--- src/logic/ddr_config.svh ---
`ifndef DDR_CONFIG_SVH
`define DDR_CONFIG_SVH

// Cycles of CKE low after reset before the first command
`define DDR_INIT_WAIT 100

// Precharge to activate gap, also used after mode load
`define DDR_T_RP 3

// Activate to read or write gap
`define DDR_T_RCD 3

// Refresh cycle time
`define DDR_T_RFC 8

// CAS latency in CLK cycles
`define DDR_CAS 2

// Cycles between refresh requests
`define DDR_REFRESH_INTERVAL 256

`endif

--- src/logic/ddr_cmd_pkg.sv ---
`default_nettype none

package ddr_cmd_pkg;

  // Device commands as {RAS, CAS, WE}
  localparam logic [2:0] CMD_NOP       = 3'b111;
  localparam logic [2:0] CMD_ACTIVE    = 3'b011;
  localparam logic [2:0] CMD_READ      = 3'b101;
  localparam logic [2:0] CMD_WRITE     = 3'b100;
  localparam logic [2:0] CMD_PRECHARGE = 3'b010;
  localparam logic [2:0] CMD_REFRESH   = 3'b001;
  localparam logic [2:0] CMD_LOAD_MODE = 3'b000;

  // Mode register field values
  localparam logic [2:0] MODE_BL2        = 3'b001;
  localparam logic       MODE_SEQUENTIAL = 1'b0;

  // One address word, read as row, column or mode register
  typedef union packed {
    logic [12:0] row;
    struct packed {
      logic [1:0] unused;
      logic       auto_pre;
      logic [9:0] col;
    } col_view;
    struct packed {
      logic [5:0] op_mode;
      logic [2:0] cas_lat;
      logic       burst_type;
      logic [2:0] burst_len;
    } mode;
  } ddr_addr_word_u;

endpackage

`default_nettype wire

--- src/logic/ddr_map_pkg.sv ---
`default_nettype none

package ddr_map_pkg;

  // User word address split into row, bank and column
  localparam int ROW_LSB  = 13;
  localparam int ROW_W    = 13;
  localparam int BANK_LSB = 11;
  localparam int BANK_W   = 2;

  // Column of a 32-bit word, bits 1:0 select a byte and are not used
  localparam int COL_LSB  = 2;
  localparam int COL_W    = 9;

  localparam int ADDR_W   = 26;

endpackage

`default_nettype wire

--- src/logic/ddr_bank_sequencer.sv ---
`timescale 1ns/1ps
`default_nettype none

`include "ddr_config.svh"

module ddr_bank_sequencer (
  input  logic                           CLK,
  input  logic                           RST,
  input  logic                           init_done,
  input  logic                           refresh_strobe,
  input  logic                           user_req,
  input  logic                           user_req_we,
  input  logic [ddr_map_pkg::ADDR_W-1:0] user_req_address,
  input  logic                           read_done,
  output logic                           user_req_ack,
  output logic [2:0]                     cmd_user,
  output logic [12:0]                    addr_user,
  output logic [1:0]                     bank_user,
  output logic                           cmd_issued,
  output logic                           cmd_is_write
);

  localparam int NUM_BANKS = 1 << ddr_map_pkg::BANK_W;
  localparam int WAIT_W    = $clog2(`DDR_T_RFC + 1);

  localparam logic [2:0] S_IDLE      = 3'd0;
  localparam logic [2:0] S_ACT       = 3'd1;
  localparam logic [2:0] S_ACCESS    = 3'd2;
  localparam logic [2:0] S_WAIT_READ = 3'd3;
  localparam logic [2:0] S_REF       = 3'd4;
  localparam logic [2:0] S_GAP       = 3'd5;

  logic [2:0]                      state_q;
  logic [WAIT_W-1:0]               wait_q;
  logic                            refresh_pending_q;
  logic                            ack_wr_q;
  logic [NUM_BANKS-1:0]            open_q;
  logic [ddr_map_pkg::ROW_W-1:0]   open_row_q [NUM_BANKS];

  logic [ddr_map_pkg::ROW_W-1:0]   req_row;
  logic [ddr_map_pkg::BANK_W-1:0]  req_bank;
  logic [ddr_map_pkg::COL_W-1:0]   req_col;
  logic                            ready;
  logic                            new_req;
  logic                            issue_act;
  logic                            issue_access;

  ddr_cmd_pkg::ddr_addr_word_u row_word;
  ddr_cmd_pkg::ddr_addr_word_u col_word;
  ddr_cmd_pkg::ddr_addr_word_u pre_word;

  assign req_row  = user_req_address[ddr_map_pkg::ROW_LSB +: ddr_map_pkg::ROW_W];
  assign req_bank = user_req_address[ddr_map_pkg::BANK_LSB +: ddr_map_pkg::BANK_W];
  assign req_col  = user_req_address[ddr_map_pkg::COL_LSB +: ddr_map_pkg::COL_W];

  // Refresh wins over a new request
  assign ready   = init_done && (wait_q == '0);
  assign new_req = ready && (state_q == S_IDLE) && !refresh_pending_q && user_req;

  assign issue_act    = (new_req && !open_q[req_bank]) || (ready && state_q == S_ACT);
  assign issue_access = (new_req && open_q[req_bank] && open_row_q[req_bank] == req_row)
                     || (ready && state_q == S_ACCESS);

  // Reads are acknowledged together with the returned word
  assign user_req_ack = ack_wr_q | read_done;

  always_comb
  begin
    row_word     = '0;
    row_word.row = req_row;

    // Device column counts 16-bit beats
    col_word              = '0;
    col_word.col_view.col = {req_col, 1'b0};

    pre_word                   = '0;
    pre_word.col_view.auto_pre = 1'b1;
  end

  always_ff @(posedge CLK)
  begin
    if (issue_act)
    begin
      open_row_q[req_bank] <= req_row;
    end
  end

  always_ff @(posedge CLK)
  begin
    if (!RST)
    begin
      state_q           <= S_IDLE;
      wait_q            <= '0;
      refresh_pending_q <= 1'b0;
      ack_wr_q          <= 1'b0;
      open_q            <= '0;
      cmd_user          <= ddr_cmd_pkg::CMD_NOP;
      addr_user         <= '0;
      bank_user         <= '0;
      cmd_issued        <= 1'b0;
      cmd_is_write      <= 1'b0;
    end
    else
    begin
      cmd_user   <= ddr_cmd_pkg::CMD_NOP;
      cmd_issued <= 1'b0;
      ack_wr_q   <= 1'b0;

      if (wait_q != '0)
      begin
        wait_q <= wait_q - 1'b1;
      end
      else if (issue_act)
      begin
        cmd_user         <= ddr_cmd_pkg::CMD_ACTIVE;
        addr_user        <= row_word;
        bank_user        <= req_bank;
        open_q[req_bank] <= 1'b1;
        wait_q           <= WAIT_W'(`DDR_T_RCD - 1);
        state_q          <= S_ACCESS;
      end
      else if (issue_access)
      begin
        cmd_user     <= user_req_we ? ddr_cmd_pkg::CMD_WRITE : ddr_cmd_pkg::CMD_READ;
        addr_user    <= col_word;
        bank_user    <= req_bank;
        cmd_issued   <= 1'b1;
        cmd_is_write <= user_req_we;
        ack_wr_q     <= user_req_we;
        state_q      <= user_req_we ? S_IDLE : S_WAIT_READ;
      end
      else if (init_done)
      begin
        case (state_q)
          S_IDLE:
          begin
            if (refresh_pending_q && (|open_q))
            begin
              // Close every bank before refresh
              cmd_user  <= ddr_cmd_pkg::CMD_PRECHARGE;
              addr_user <= pre_word;
              wait_q    <= WAIT_W'(`DDR_T_RP - 1);
              state_q   <= S_REF;
            end
            else if (refresh_pending_q)
            begin
              cmd_user          <= ddr_cmd_pkg::CMD_REFRESH;
              refresh_pending_q <= 1'b0;
              wait_q            <= WAIT_W'(`DDR_T_RFC - 1);
              state_q           <= S_GAP;
            end
            else if (user_req)
            begin
              // Row miss, the open row goes first
              cmd_user         <= ddr_cmd_pkg::CMD_PRECHARGE;
              addr_user        <= '0;
              bank_user        <= req_bank;
              open_q[req_bank] <= 1'b0;
              wait_q           <= WAIT_W'(`DDR_T_RP - 1);
              state_q          <= S_ACT;
            end
          end
          S_REF:
          begin
            cmd_user          <= ddr_cmd_pkg::CMD_REFRESH;
            refresh_pending_q <= 1'b0;
            open_q            <= '0;
            wait_q            <= WAIT_W'(`DDR_T_RFC - 1);
            state_q           <= S_GAP;
          end
          S_WAIT_READ:
          begin
            if (read_done)
            begin
              state_q <= S_IDLE;
            end
          end
          default:
          begin
            state_q <= S_IDLE;
          end
        endcase
      end

      if (refresh_strobe)
      begin
        refresh_pending_q <= 1'b1;
      end
    end
  end

endmodule

`default_nettype wire

--- src/logic/ddr_data_path.sv ---
`timescale 1ns/1ps
`default_nettype none

`include "ddr_config.svh"

module ddr_data_path (
  input  logic        CLK,
  input  logic        RST,
  input  logic        cmd_issued,
  input  logic        cmd_is_write,
  input  logic [31:0] user_req_datain,
  input  logic [15:0] dq_in,
  output logic [15:0] dq_out,
  output logic        dq_oe,
  output logic [31:0] user_req_dataout,
  output logic        read_done
);

  // Command reaches the pins one cycle after cmd_issued
  localparam int RD_DEPTH = `DDR_CAS + 2;

  logic [RD_DEPTH-1:0] rd_sr;
  logic [1:0]          wr_sr;
  logic [31:0]         wdata_q;
  logic [15:0]         rd_low_q;

  always_ff @(posedge CLK)
  begin
    if (!RST)
    begin
      rd_sr     <= '0;
      wr_sr     <= '0;
      dq_oe     <= 1'b0;
      read_done <= 1'b0;
    end
    else
    begin
      rd_sr     <= {rd_sr[RD_DEPTH-2:0], cmd_issued & ~cmd_is_write};
      wr_sr     <= {wr_sr[0], cmd_issued & cmd_is_write};
      dq_oe     <= |wr_sr;
      read_done <= rd_sr[RD_DEPTH-1];
    end
  end

  always_ff @(posedge CLK)
  begin
    // Write word is taken in the ack cycle
    if (cmd_issued && cmd_is_write)
    begin
      wdata_q <= user_req_datain;
    end

    // Low half first, then high half
    if (wr_sr[0])
    begin
      dq_out <= wdata_q[15:0];
    end
    else if (wr_sr[1])
    begin
      dq_out <= wdata_q[31:16];
    end

    if (rd_sr[RD_DEPTH-2])
    begin
      rd_low_q <= dq_in;
    end
    if (rd_sr[RD_DEPTH-1])
    begin
      user_req_dataout <= {dq_in, rd_low_q};
    end
  end

endmodule

`default_nettype wire

--- src/logic/ddr_init_sequencer.sv ---
`timescale 1ns/1ps
`default_nettype none

`include "ddr_config.svh"

module ddr_init_sequencer (
  input  logic        CLK,
  input  logic        RST,
  output logic        CKE,
  output logic [2:0]  COMMAND,
  output logic [12:0] ADDRESS,
  output logic [1:0]  BANK,
  input  logic [2:0]  cmd_user,
  input  logic [12:0] addr_user,
  input  logic [1:0]  bank_user,
  output logic        init_done
);

  localparam int WAIT_W = $clog2(`DDR_INIT_WAIT + 1);

  logic [2:0]        step_q;
  logic [WAIT_W-1:0] wait_q;

  ddr_cmd_pkg::ddr_addr_word_u pre_all_word;
  ddr_cmd_pkg::ddr_addr_word_u mode_word;

  always_comb
  begin
    pre_all_word                   = '0;
    pre_all_word.col_view.auto_pre = 1'b1;

    mode_word                 = '0;
    mode_word.mode.cas_lat    = 3'(`DDR_CAS);
    mode_word.mode.burst_type = ddr_cmd_pkg::MODE_SEQUENTIAL;
    mode_word.mode.burst_len  = ddr_cmd_pkg::MODE_BL2;
  end

  always_ff @(posedge CLK)
  begin
    if (!RST)
    begin
      step_q    <= '0;
      wait_q    <= WAIT_W'(`DDR_INIT_WAIT - 1);
      CKE       <= 1'b0;
      COMMAND   <= ddr_cmd_pkg::CMD_NOP;
      ADDRESS   <= '0;
      BANK      <= '0;
      init_done <= 1'b0;
    end
    else if (init_done)
    begin
      // Pins now belong to the bank sequencer
      COMMAND <= cmd_user;
      ADDRESS <= addr_user;
      BANK    <= bank_user;
    end
    else
    begin
      COMMAND <= ddr_cmd_pkg::CMD_NOP;
      if (wait_q != '0)
      begin
        wait_q <= wait_q - 1'b1;
      end
      else
      begin
        step_q <= step_q + 1'b1;
        case (step_q)
          3'd0:
          begin
            CKE    <= 1'b1;
            wait_q <= WAIT_W'(`DDR_T_RP - 1);
          end
          3'd1:
          begin
            COMMAND <= ddr_cmd_pkg::CMD_PRECHARGE;
            ADDRESS <= pre_all_word;
            wait_q  <= WAIT_W'(`DDR_T_RP - 1);
          end
          3'd2:
          begin
            COMMAND <= ddr_cmd_pkg::CMD_LOAD_MODE;
            ADDRESS <= mode_word;
            BANK    <= '0;
            wait_q  <= WAIT_W'(`DDR_T_RP - 1);
          end
          // Two refresh commands close the sequence
          3'd3, 3'd4:
          begin
            COMMAND <= ddr_cmd_pkg::CMD_REFRESH;
            wait_q  <= WAIT_W'(`DDR_T_RFC - 1);
          end
          default:
          begin
            init_done <= 1'b1;
          end
        endcase
      end
    end
  end

endmodule

`default_nettype wire

--- src/logic/ddr_memory_controller.sv ---
`timescale 1ns/1ps
`default_nettype none

module ddr_memory_controller (
  input  logic                           CLK,
  input  logic                           RST,
  output logic                           CKE,
  output logic [2:0]                     COMMAND,
  output logic [12:0]                    ADDRESS,
  output logic [1:0]                     BANK,
  output logic [15:0]                    dq_out,
  output logic                           dq_oe,
  input  logic [15:0]                    dq_in,
  output logic                           DM,
  output logic                           CS,
  input  logic [ddr_map_pkg::ADDR_W-1:0] user_req_address,
  input  logic                           user_req_we,
  input  logic                           user_req,
  input  logic [31:0]                    user_req_datain,
  output logic                           user_req_ack,
  output logic [31:0]                    user_req_dataout
);

  logic [2:0]  cmd_user;
  logic [12:0] addr_user;
  logic [1:0]  bank_user;
  logic        init_done;
  logic        refresh_strobe;
  logic        cmd_issued;
  logic        cmd_is_write;
  logic        read_done;

  // Single device, always selected, no byte masking
  assign CS = 1'b0;
  assign DM = 1'b0;

  ddr_refresh_timer u_refresh_timer (
    .CLK            (CLK),
    .RST            (RST),
    .init_done      (init_done),
    .refresh_strobe (refresh_strobe)
  );

  ddr_init_sequencer u_init_sequencer (
    .CLK       (CLK),
    .RST       (RST),
    .CKE       (CKE),
    .COMMAND   (COMMAND),
    .ADDRESS   (ADDRESS),
    .BANK      (BANK),
    .cmd_user  (cmd_user),
    .addr_user (addr_user),
    .bank_user (bank_user),
    .init_done (init_done)
  );

  ddr_bank_sequencer u_bank_sequencer (
    .CLK              (CLK),
    .RST              (RST),
    .init_done        (init_done),
    .refresh_strobe   (refresh_strobe),
    .user_req         (user_req),
    .user_req_we      (user_req_we),
    .user_req_address (user_req_address),
    .read_done        (read_done),
    .user_req_ack     (user_req_ack),
    .cmd_user         (cmd_user),
    .addr_user        (addr_user),
    .bank_user        (bank_user),
    .cmd_issued       (cmd_issued),
    .cmd_is_write     (cmd_is_write)
  );

  ddr_data_path u_data_path (
    .CLK              (CLK),
    .RST              (RST),
    .cmd_issued       (cmd_issued),
    .cmd_is_write     (cmd_is_write),
    .user_req_datain  (user_req_datain),
    .dq_in            (dq_in),
    .dq_out           (dq_out),
    .dq_oe            (dq_oe),
    .user_req_dataout (user_req_dataout),
    .read_done        (read_done)
  );

endmodule

`default_nettype wire

--- src/logic/ddr_refresh_timer.sv ---
`timescale 1ns/1ps
`default_nettype none

`include "ddr_config.svh"

module ddr_refresh_timer (
  input  logic CLK,
  input  logic RST,
  input  logic init_done,
  output logic refresh_strobe
);

  localparam int CNT_W = $clog2(`DDR_REFRESH_INTERVAL);

  logic [CNT_W-1:0] count_q;

  // Held at zero until the device is initialized
  always_ff @(posedge CLK)
  begin
    if (!RST || !init_done)
    begin
      count_q        <= '0;
      refresh_strobe <= 1'b0;
    end
    else
    begin
      refresh_strobe <= 1'b0;
      if (count_q == CNT_W'(`DDR_REFRESH_INTERVAL - 1))
      begin
        count_q        <= '0;
        refresh_strobe <= 1'b1;
      end
      else
      begin
        count_q <= count_q + 1'b1;
      end
    end
  end

endmodule

`default_nettype wire

--- config.mk ---
export PLATFORM = sky130hd
export DESIGN_NAME = ddr_memory_controller
export DESIGN_NICKNAME = d
export VERILOG_FILES = /design/src/logic/ddr_cmd_pkg.sv /design/src/logic/ddr_map_pkg.sv /design/src/logic/ddr_bank_sequencer.sv /design/src/logic/ddr_data_path.sv /design/src/logic/ddr_init_sequencer.sv /design/src/logic/ddr_memory_controller.sv /design/src/logic/ddr_refresh_timer.sv
export VERILOG_INCLUDE_DIRS = /design/src /design/src/logic
export SDC_FILE = /design/constraint.sdc
export NUM_CORES = 1
export LEC_CHECK = 0
export BUFFER_PORTS_ARGS = -buffer_cell sky130_fd_sc_hd__buf_4
export CORE_MARGIN = 2
export CORE_UTILIZATION = 55
export CTS_CLUSTER_SIZE = 12
export DETAILED_ROUTE_END_ITERATION = 6
export GPL_TIMING_DRIVEN = 0
export PLACE_DENSITY = 0.88
export SYNTH_ARGS = -nofsm -noshare
export SYNTH_HDL_FRONTEND = slang
export SYNTH_SLANG_ARGS = --single-unit
--- constraint.sdc ---
create_clock -name CLK -period 3.2 [get_ports CLK]
set_input_delay 0.32 -clock CLK [delete_from_list [all_inputs] [get_ports CLK]]
set_output_delay 0.32 -clock CLK [all_outputs]
set_load 0.03 [all_outputs]
==> key figures, run 1 <==
Clock network
  – H-tree Lvls: 1
  – Post-CTS setup buffer count: 0
  – Hold_buf cts: 33
  – Clk slew on worst S/H paths: 0.06 ns
  – Clock tree buffer depth: 3
  – TritonCTS clock tree: built
  – Clock sinks: 228
  – Worst skew pair latency: 0.50 ns
  – Inserted Clock Buffers: 24
  – Root Buffer: clkbuf_16
  – Resize count post-CTS: 0

Floorplanning
  – I/O pin total: 149
  – Die height: 129 µm
  – Rows: 45
  – Core area: 0.0153 mm²
  – Die ar.: 0.0167 mm²
  – Initial Util: 0.565
  – Die X: 129 µm

Placement
  – DP Area: 0.0100 mm²
  – GPL Wtd Cong: 0.912
  – Port Buffers: 143
  – Setup WS pre-CTS: 0.137 ns
  – DP HPWL: 12900 µm

Critical path
  – Setup slack, reg-to-reg: 0.47 ns
  – Critical path peak fanout: 9
  – CP dominant cell by count: o21ai_1
  – Reg-to-Reg End: u_bank_sequencer.addr_user[8]
  – CP peak stage delay: 0.48 ns
  – CP required: 3.63 ns
  – CP endpoint: u_bank_sequencer.addr_user[8]
  – Worst-case reg-to-reg path depth: 10
  – WP data arrival: 3.15 ns
  – Worst setup SP type: flop
  – Worst Setup SP: u_bank_sequencer.wait_q[0]
  – Critical path, cell by cell: inv_1, ha_1, nand4bb_1, clkbuf_1, nor3_1, o21ai_1, nand3_1, a21oi_2, a22oi_1, o21ai_1
  – CP Class: reg2reg
  – Element type at the critical path end: flop
  – Slowest stage cell, crit path: a21oi_2
  – Reg-to-reg startpoint: u_bank_sequencer.wait_q[0]

Yosys
  – FFs w/ async S/R, synth: 0
  – Top_reg_cell synth: edfxtp_1
  – Number of synthesized register bits: 228
  – Register area share after synthesis: 0.701
  – Post-synth EDFFs: 148
  – Post-Syn Area: 0.00862 mm²
  – Synthesis Warnings: 0
  – Yosys top cell area share: 0.515
  – Netlist cell types: 60
  – Mapped Cells: 614
  – Syn Area/Cell: 14.0 µm²
  – Synth area leader: edfxtp_1
  – Count leader, synth: edfxtp_1
  – Synth cell count leaders: edfxtp_1 (148), dfxtp_1 (80), nor2_1 (49)
  – Synth area leaders: edfxtp_1 (52%), dfxtp_1 (19%), mux2_2 (2.2%), mux4_1 (2.1%), nor2_1 (2.1%)

Cells and area
  – Multi-input gate area in the final layout: 0.00236 mm²
  – Area Growth Syn to Fin: 29.2%
  – Fillers: 927
  – Sequential cell area: 0.00605 mm²
  – Finished Cell Area: 0.0111 mm²
  – # nets final: 912
  – Antenna Diode Count: 0
  – Layout cells sized above 1: 0.261
  – Util after Layout: 0.730

Routing
  – DRC: 0
  – Via count: 5845
  – 1st-iter DRT viols: 604
  – DRT met1 WL: 7950 µm
  – WL per Instance: 19.2 µm
  – Met3 routed WL: 1640 µm
  – Uppermost routed layer: met4
  – Routed wl met2: 10200 µm
  – TritonRoute pass-1 iters: 5
  – Antenna viol nets, final: 0
  – DRT Wirelength: 20200 µm
  – Vias per cell: 5.54

Pwr
  – Net Sw Frac: 0.207
  – Net Switching: 1.27 mW
  – P_int: 4.84 mW
  – Pwr dens: 548 mW/mm²
  – Leak: 4.20 nW
  – Pwr Total: 6.11 mW
  – Power share of the clock group: 0.420
  – Peak supply drop: 614 µV
  – Fraction of power consumed by sequential logic: 0.519
  – Logic gate share of total power: 0.060

STA
  – Fin. max-slew vios: 0
  – PnR worst setup slack: 0.474 ns
  – Final Skew: 0.0112 ns
  – Tcrit/Tclk final: 0.852
  – Setup_tns: 0 ns
  – RSZ-0062 raised after global routing: false
  – Relative slew slack: 0.0943
  – Maximum clock frequency: 367 MHz
  – Actual slew at the worst max-slew pin: 1.36 ns
  – Final-report hold violation count: 0
  – Post-layout min period: 2.73 ns
  – Finish-stage setup viols: 0

Global routing
  – Largest net degree at the start of global routing: 34
  – Gr ovfl total: 0
  – Vias in the first global route: 5858
  – Initial antenna violation count: 0
  – First-pass GRT wire length: 30800 µm
  – GR Util All Layers: 0.238

Status
  – Status: finished clean

Worst hold path
  – HP Class: in2reg

Job
  – Max cap viols: 0
kinds of logic after synthesis:
family | Yosys count | synth area share
buffers and inverters | 58 | 0.0284
and+or+nand+nor | 146 | 0.0837
xor gates and xnor gates | 27 | 0.0274
other | 1 | 0.000435
adders and majority gates | 8 | 0.0116
muxes | 40 | 0.0650
DFF | 228 | 0.701
AOI/OAI and AO/OA | 106 | 0.0821
per-layer routing:
metal / global-route usage / vias up
met2: 0.419 / 305
met5: 0 / -
met1: 0.303 / 2810
li1: - / 2681
met3: 0.0462 / 49
met4: 0.0659 / 0
state kept, by name, indices dropped and copies added (netlist names), 4 cells and up:
signal                        flops
u_bank_sequencer.open_q           4
u_data_path.wdata_q              32
u_bank_sequencer.addr_user       13
u_bank_sequencer.wait_q           4
u_data_path.rd_low_q             16
u_refresh_timer.count_q           8
u_data_path.dq_out               16
u_init_sequencer.wait_q           7
u_init_sequencer.ADDRESS         13
u_data_path.rd_sr                 4
u_data_path.user_req_dataout     32
u_bank_sequencer.open_row_q      52
power groups by stage:
stage / registers [mW] / logic [mW] / clock network (mW)
floorplan: 3.23 / 0.188 / 0
global placement: 3.23 / 0.307 / 0
detailed placement: 3.23 / 0.326 / 0
CTS: 3.17 / 0.362 / 2.59
global route: 3.17 / 0.404 / 2.73
finish: 3.17 / 0.369 / 2.57
layout make-up:
type,instances,area share
clock inverter,5,0.00191
inverter,30,0.0101
timing repair buffer,185,0.135
multi-input combinational,329,0.212
buffer,28,0.0119
sequential,228,0.543
clock buffer,39,0.0636
tap,211,0.0237
stage by stage:
step / hold slack, ns / cells
after floorplan: 0.400 / 615
after global placement: 0.401 / 969
after detailed placement: 0.405 / 973
after CTS: 0.000699 / 1050
after global routing: 0.00170 / 1055
final: 0.0162 / 1055
worst max-delay path: cells and delay by family (launching register included):
family,cells,cell delay (ns)
AOI/OAI and AO/OA,4,1.18
adders and majority gates,1,0.24
buffers and inverters,2,0.37
DFF,1,0.38
and+or+nand+nor,3,0.49
placed cells by master, fill, tap and decap left out, types with 7 or more instances in the layout:
master,instances
buf_4,145
nand2_1,27
o21ai_1,10
and2_1,7
ha_1,8
clkbuf_1,30
a22oi_1,24
nor3_1,11
clkbuf_16,25
o21ai_0,17
mux4_1,7
xnor2_1,17
edfxtp_1,148
and3_1,7
inv_1,29
dlygate4sd3_1,38
xor2_1,10
dfxtp_1,80
a21oi_1,20
nor2_1,49
mux2i_1,14
o21a_1,8
mux2_2,17
worst min-delay path by stage:
stage | from | endpoint | slack, ns | cells past startpoint
floorplan | u_data_path.rd_low_q[0] | u_data_path.user_req_dataout[0] | 0.40 | 0
global placement | u_data_path.rd_low_q[1] | u_data_path.user_req_dataout[1] | 0.40 | 0
detailed placement | u_data_path.rd_low_q[10] | u_data_path.user_req_dataout[10] | 0.40 | 0
CTS | dq_in[10] | u_data_path.rd_low_q[10] | 0.0007 | 1
global route | dq_in[12] | u_data_path.rd_low_q[12] | 0.002 | 1
finish | dq_in[12] | u_data_path.rd_low_q[12] | 0.02 | 1
(Power assumes the default switching activity.)
==> inputs of run 2 (changes only) <==
--- a/config.mk
+++ b/config.mk
@@ -6,13 +6,13 @@
 export SDC_FILE = /design/constraint.sdc
 export NUM_CORES = 1
 export LEC_CHECK = 0
-export BUFFER_PORTS_ARGS = -buffer_cell sky130_fd_sc_hd__buf_4
 export CORE_MARGIN = 2
-export CORE_UTILIZATION = 55
+export CORE_UTILIZATION = 60
 export CTS_CLUSTER_SIZE = 12
 export DETAILED_ROUTE_END_ITERATION = 6
+export DONT_BUFFER_PORTS = 1
 export GPL_TIMING_DRIVEN = 0
-export PLACE_DENSITY = 0.88
+export PLACE_DENSITY = 0.86
 export SYNTH_ARGS = -nofsm -noshare
 export SYNTH_HDL_FRONTEND = slang
 export SYNTH_SLANG_ARGS = --single-unit
==> run 2 against run 1 <==
  * Die area is 8.1% lower
  * Sequential cell count stayed put
  * Final area is 7.7% lower
  * Combinational power is 12% lower
  * Worst setup slack worse by 0.18 ns
  * Clock skew is 0.018 ns higher
  * First-iteration DRC count is 23% higher
  * Critical endpoint unchanged
  * Sequential share of layout area is 4.6 points higher
  * Register-to-register slack worse by 0.18 ns
  * Routed wire length is 3.3% lower
  * Utilization is 0.75 points higher
  * Global-route usage is 1.5 points higher
==> key figures, run 2 (same netlist as run 1, synthesis figures left out) <==
Critical path
  – Critical path, cell by cell: inv_1, ha_1, nand4bb_1, clkbuf_1, nor3_1, o21ai_1, nand3_1, a21oi_2, a22oi_1, o21ai_1
  – Worst setup SP type: flop
  – CP peak stage delay: 0.55 ns
  – Buf+Inv Stages, Crit Path: 2
  – CP required: 3.63 ns
  – Critical path peak fanout: 9
  – WP data arrival: 3.34 ns
  – CP Class: reg2reg
  – Slowest stage cell, crit path: a21oi_2
  – Delay-heaviest family, CP: compound AO/OA/AOI/OAI gates
  – CP dominant cell by count: o21ai_1
  – Element type at the critical path end: flop

Worst hold path
  – HP Class: in2reg

Cells and area
  – Max reg flops: 52
  – Most frequent cells in the layout: edfxtp_1 (148), dfxtp_1 (79), dlygate4sd3_1 (71), nor2_1 (49), clkbuf_1 (35)
  – Fillers: 778
  – Multi-input gate area in the final layout: 0.00236 mm²
  – Layout cells sized above 1: 0.0999
  – Fin cells: 912
  – Most flop-heavy register: u_bank_sequencer.open_row_q
  – Most common cell after layout, fill and taps aside: edfxtp_1
  – Area Growth Syn to Fin: 19.2%
  – Finished Cell Area: 0.0103 mm²
  – Top Registers: u_bank_sequencer.open_row_q x52, u_data_path.user_req_dataout x32, u_data_path.wdata_q x32
  – Sequential cell area: 0.00605 mm²
  – # nets final: 801

Placement
  – DP Area: 0.00892 mm²
  – Port Buffers: 0
  – DP HPWL: 11900 µm
  – Inst Count DP: 799
  – GPL Wtd Cong: 0.896

Routing
  – Via count: 5583
  – WL per Instance: 21.4 µm
  – DRC: 0
  – Antenna viol nets, final: 0
  – TritonRoute pass-1 iters: 6
  – DRT Wirelength: 19500 µm
  – 1st-iter DRT viols: 743
  – Vias per cell: 6.12

Clock network
  – Clock sinks: 228
  – Inserted Clock Buffers: 23
  – TritonCTS clock tree: built
  – Clock tree buffer depth: 3
  – H-tree Lvls: 1
  – Worst skew pair latency: 0.51 ns
  – Root Buffer: clkbuf_16
  – Clk slew on worst S/H paths: 0.06 ns
  – Post-CTS setup buffer count: 0

Job
  – Max cap viols: 0

Floorplanning
  – Rows: 43
  – Die ar.: 0.0153 mm²
  – Die height: 124 µm
  – I/O pin total: 149
  – Core area: 0.0139 mm²
  – Die X: 124 µm
  – Initial Util: 0.619

STA
  – Final Skew: 0.0295 ns
  – RSZ-0062 raised after global routing: false
  – Fin. max-slew vios: 0
  – Setup_tns: 0 ns
  – WHS: 0.0239 ns
  – Maximum clock frequency: 344 MHz
  – Finish-stage setup viols: 0
  – Relative slew slack: 0.425
  – Tcrit/Tclk final: 0.909
  – Final-report hold violation count: 0
  – Post-layout min period: 2.91 ns
  – Actual slew at the worst max-slew pin: 0.857 ns

Global routing
  – Largest net degree at the start of global routing: 34
  – Initial antenna violation count: 0
  – GR Util All Layers: 0.253
  – Vias in the first global route: 5430
  – Gr ovfl total: 0
  – First-pass GRT wire length: 29300 µm

Status
  – Status: finished clean

Pwr
  – Leak: 3.60 nW
  – Peak supply drop: 435 µV
  – Pwr Total: 5.86 mW
  – Pwr dens: 570 mW/mm²
[run 2: changes by cell type in the layout (fill, tap and decap cells not counted), sizes merged]
cell,before,now
buf,156,13
dlygate4sd3,38,71
clkinv,6,3
diode,0,1
[run 2: cell type report]
class	instances	area share
antenna	1	0.000243
buffer	28	0.0129
clock buffer	39	0.0618
clock inverter	2	0.000974
inverter	30	0.0110
multi-input combinational	329	0.229
sequential	228	0.588
tap	180	0.0219
timing repair buffer	75	0.0735
[run 2: what timing repair did]
action | 4_1_cts | 5_1_grt
hold buffers | 70 | 1
hold endpoints to repair | 128 | 1
gates resized for setup | 0 | 0
[run 2: final timing paths]
check	from	endpoint	slack [ns]	cells past startpoint
setup / recovery	u_bank_sequencer.wait_q[0]	u_bank_sequencer.addr_user[8]	0.29	10
hold / removal	user_req_address[25]	u_bank_sequencer.addr_user[12]	0.02	2
setup reg to reg	u_bank_sequencer.wait_q[0]	u_bank_sequencer.addr_user[8]	0.29	10
hold reg to reg	u_data_path.rd_low_q[6]	u_data_path.user_req_dataout[6]	0.40	0
[run 2: worst reg2reg max path: stages (launching register included)]
cell	delay, ns
dfxtp_1	0.37
inv_1	0.08
ha_1	0.24
nand4bb_1	0.13
clkbuf_1	0.33
nor3_1	0.11
o21ai_1	0.46
nand3_1	0.27
a21oi_2	0.55
a22oi_1	0.17
o21ai_1	0.15
[run 2: power breakdown]
part | internal [mW] | switching, mW
Sequential | 3.15 | 0.0242
Combinational | 0.161 | 0.165
Clock | 1.34 | 1.02
Total | 4.65 | 1.21
[run 2: stage by stage]
step	setup WS, ns	utilization
2_1_floorplan	0.536	-
3_3_place_gp	-0.329	0.635
3_5_place_dp	0.178	0.640
4_1_cts	0.358	0.736
5_1_grt	0.125	0.737
6_report	0.291	0.738
[run 2: per-layer routing]
metal | vias up | share of wire | GRT usage
li1 | 2473 | - | -
met1 | 2673 | 0.36 | 0.312
met2 | 368 | 0.51 | 0.442
met3 | 69 | 0.096 | 0.0586
met4 | 0 | 0.032 | 0.0824
met5 | - | 0 | 0
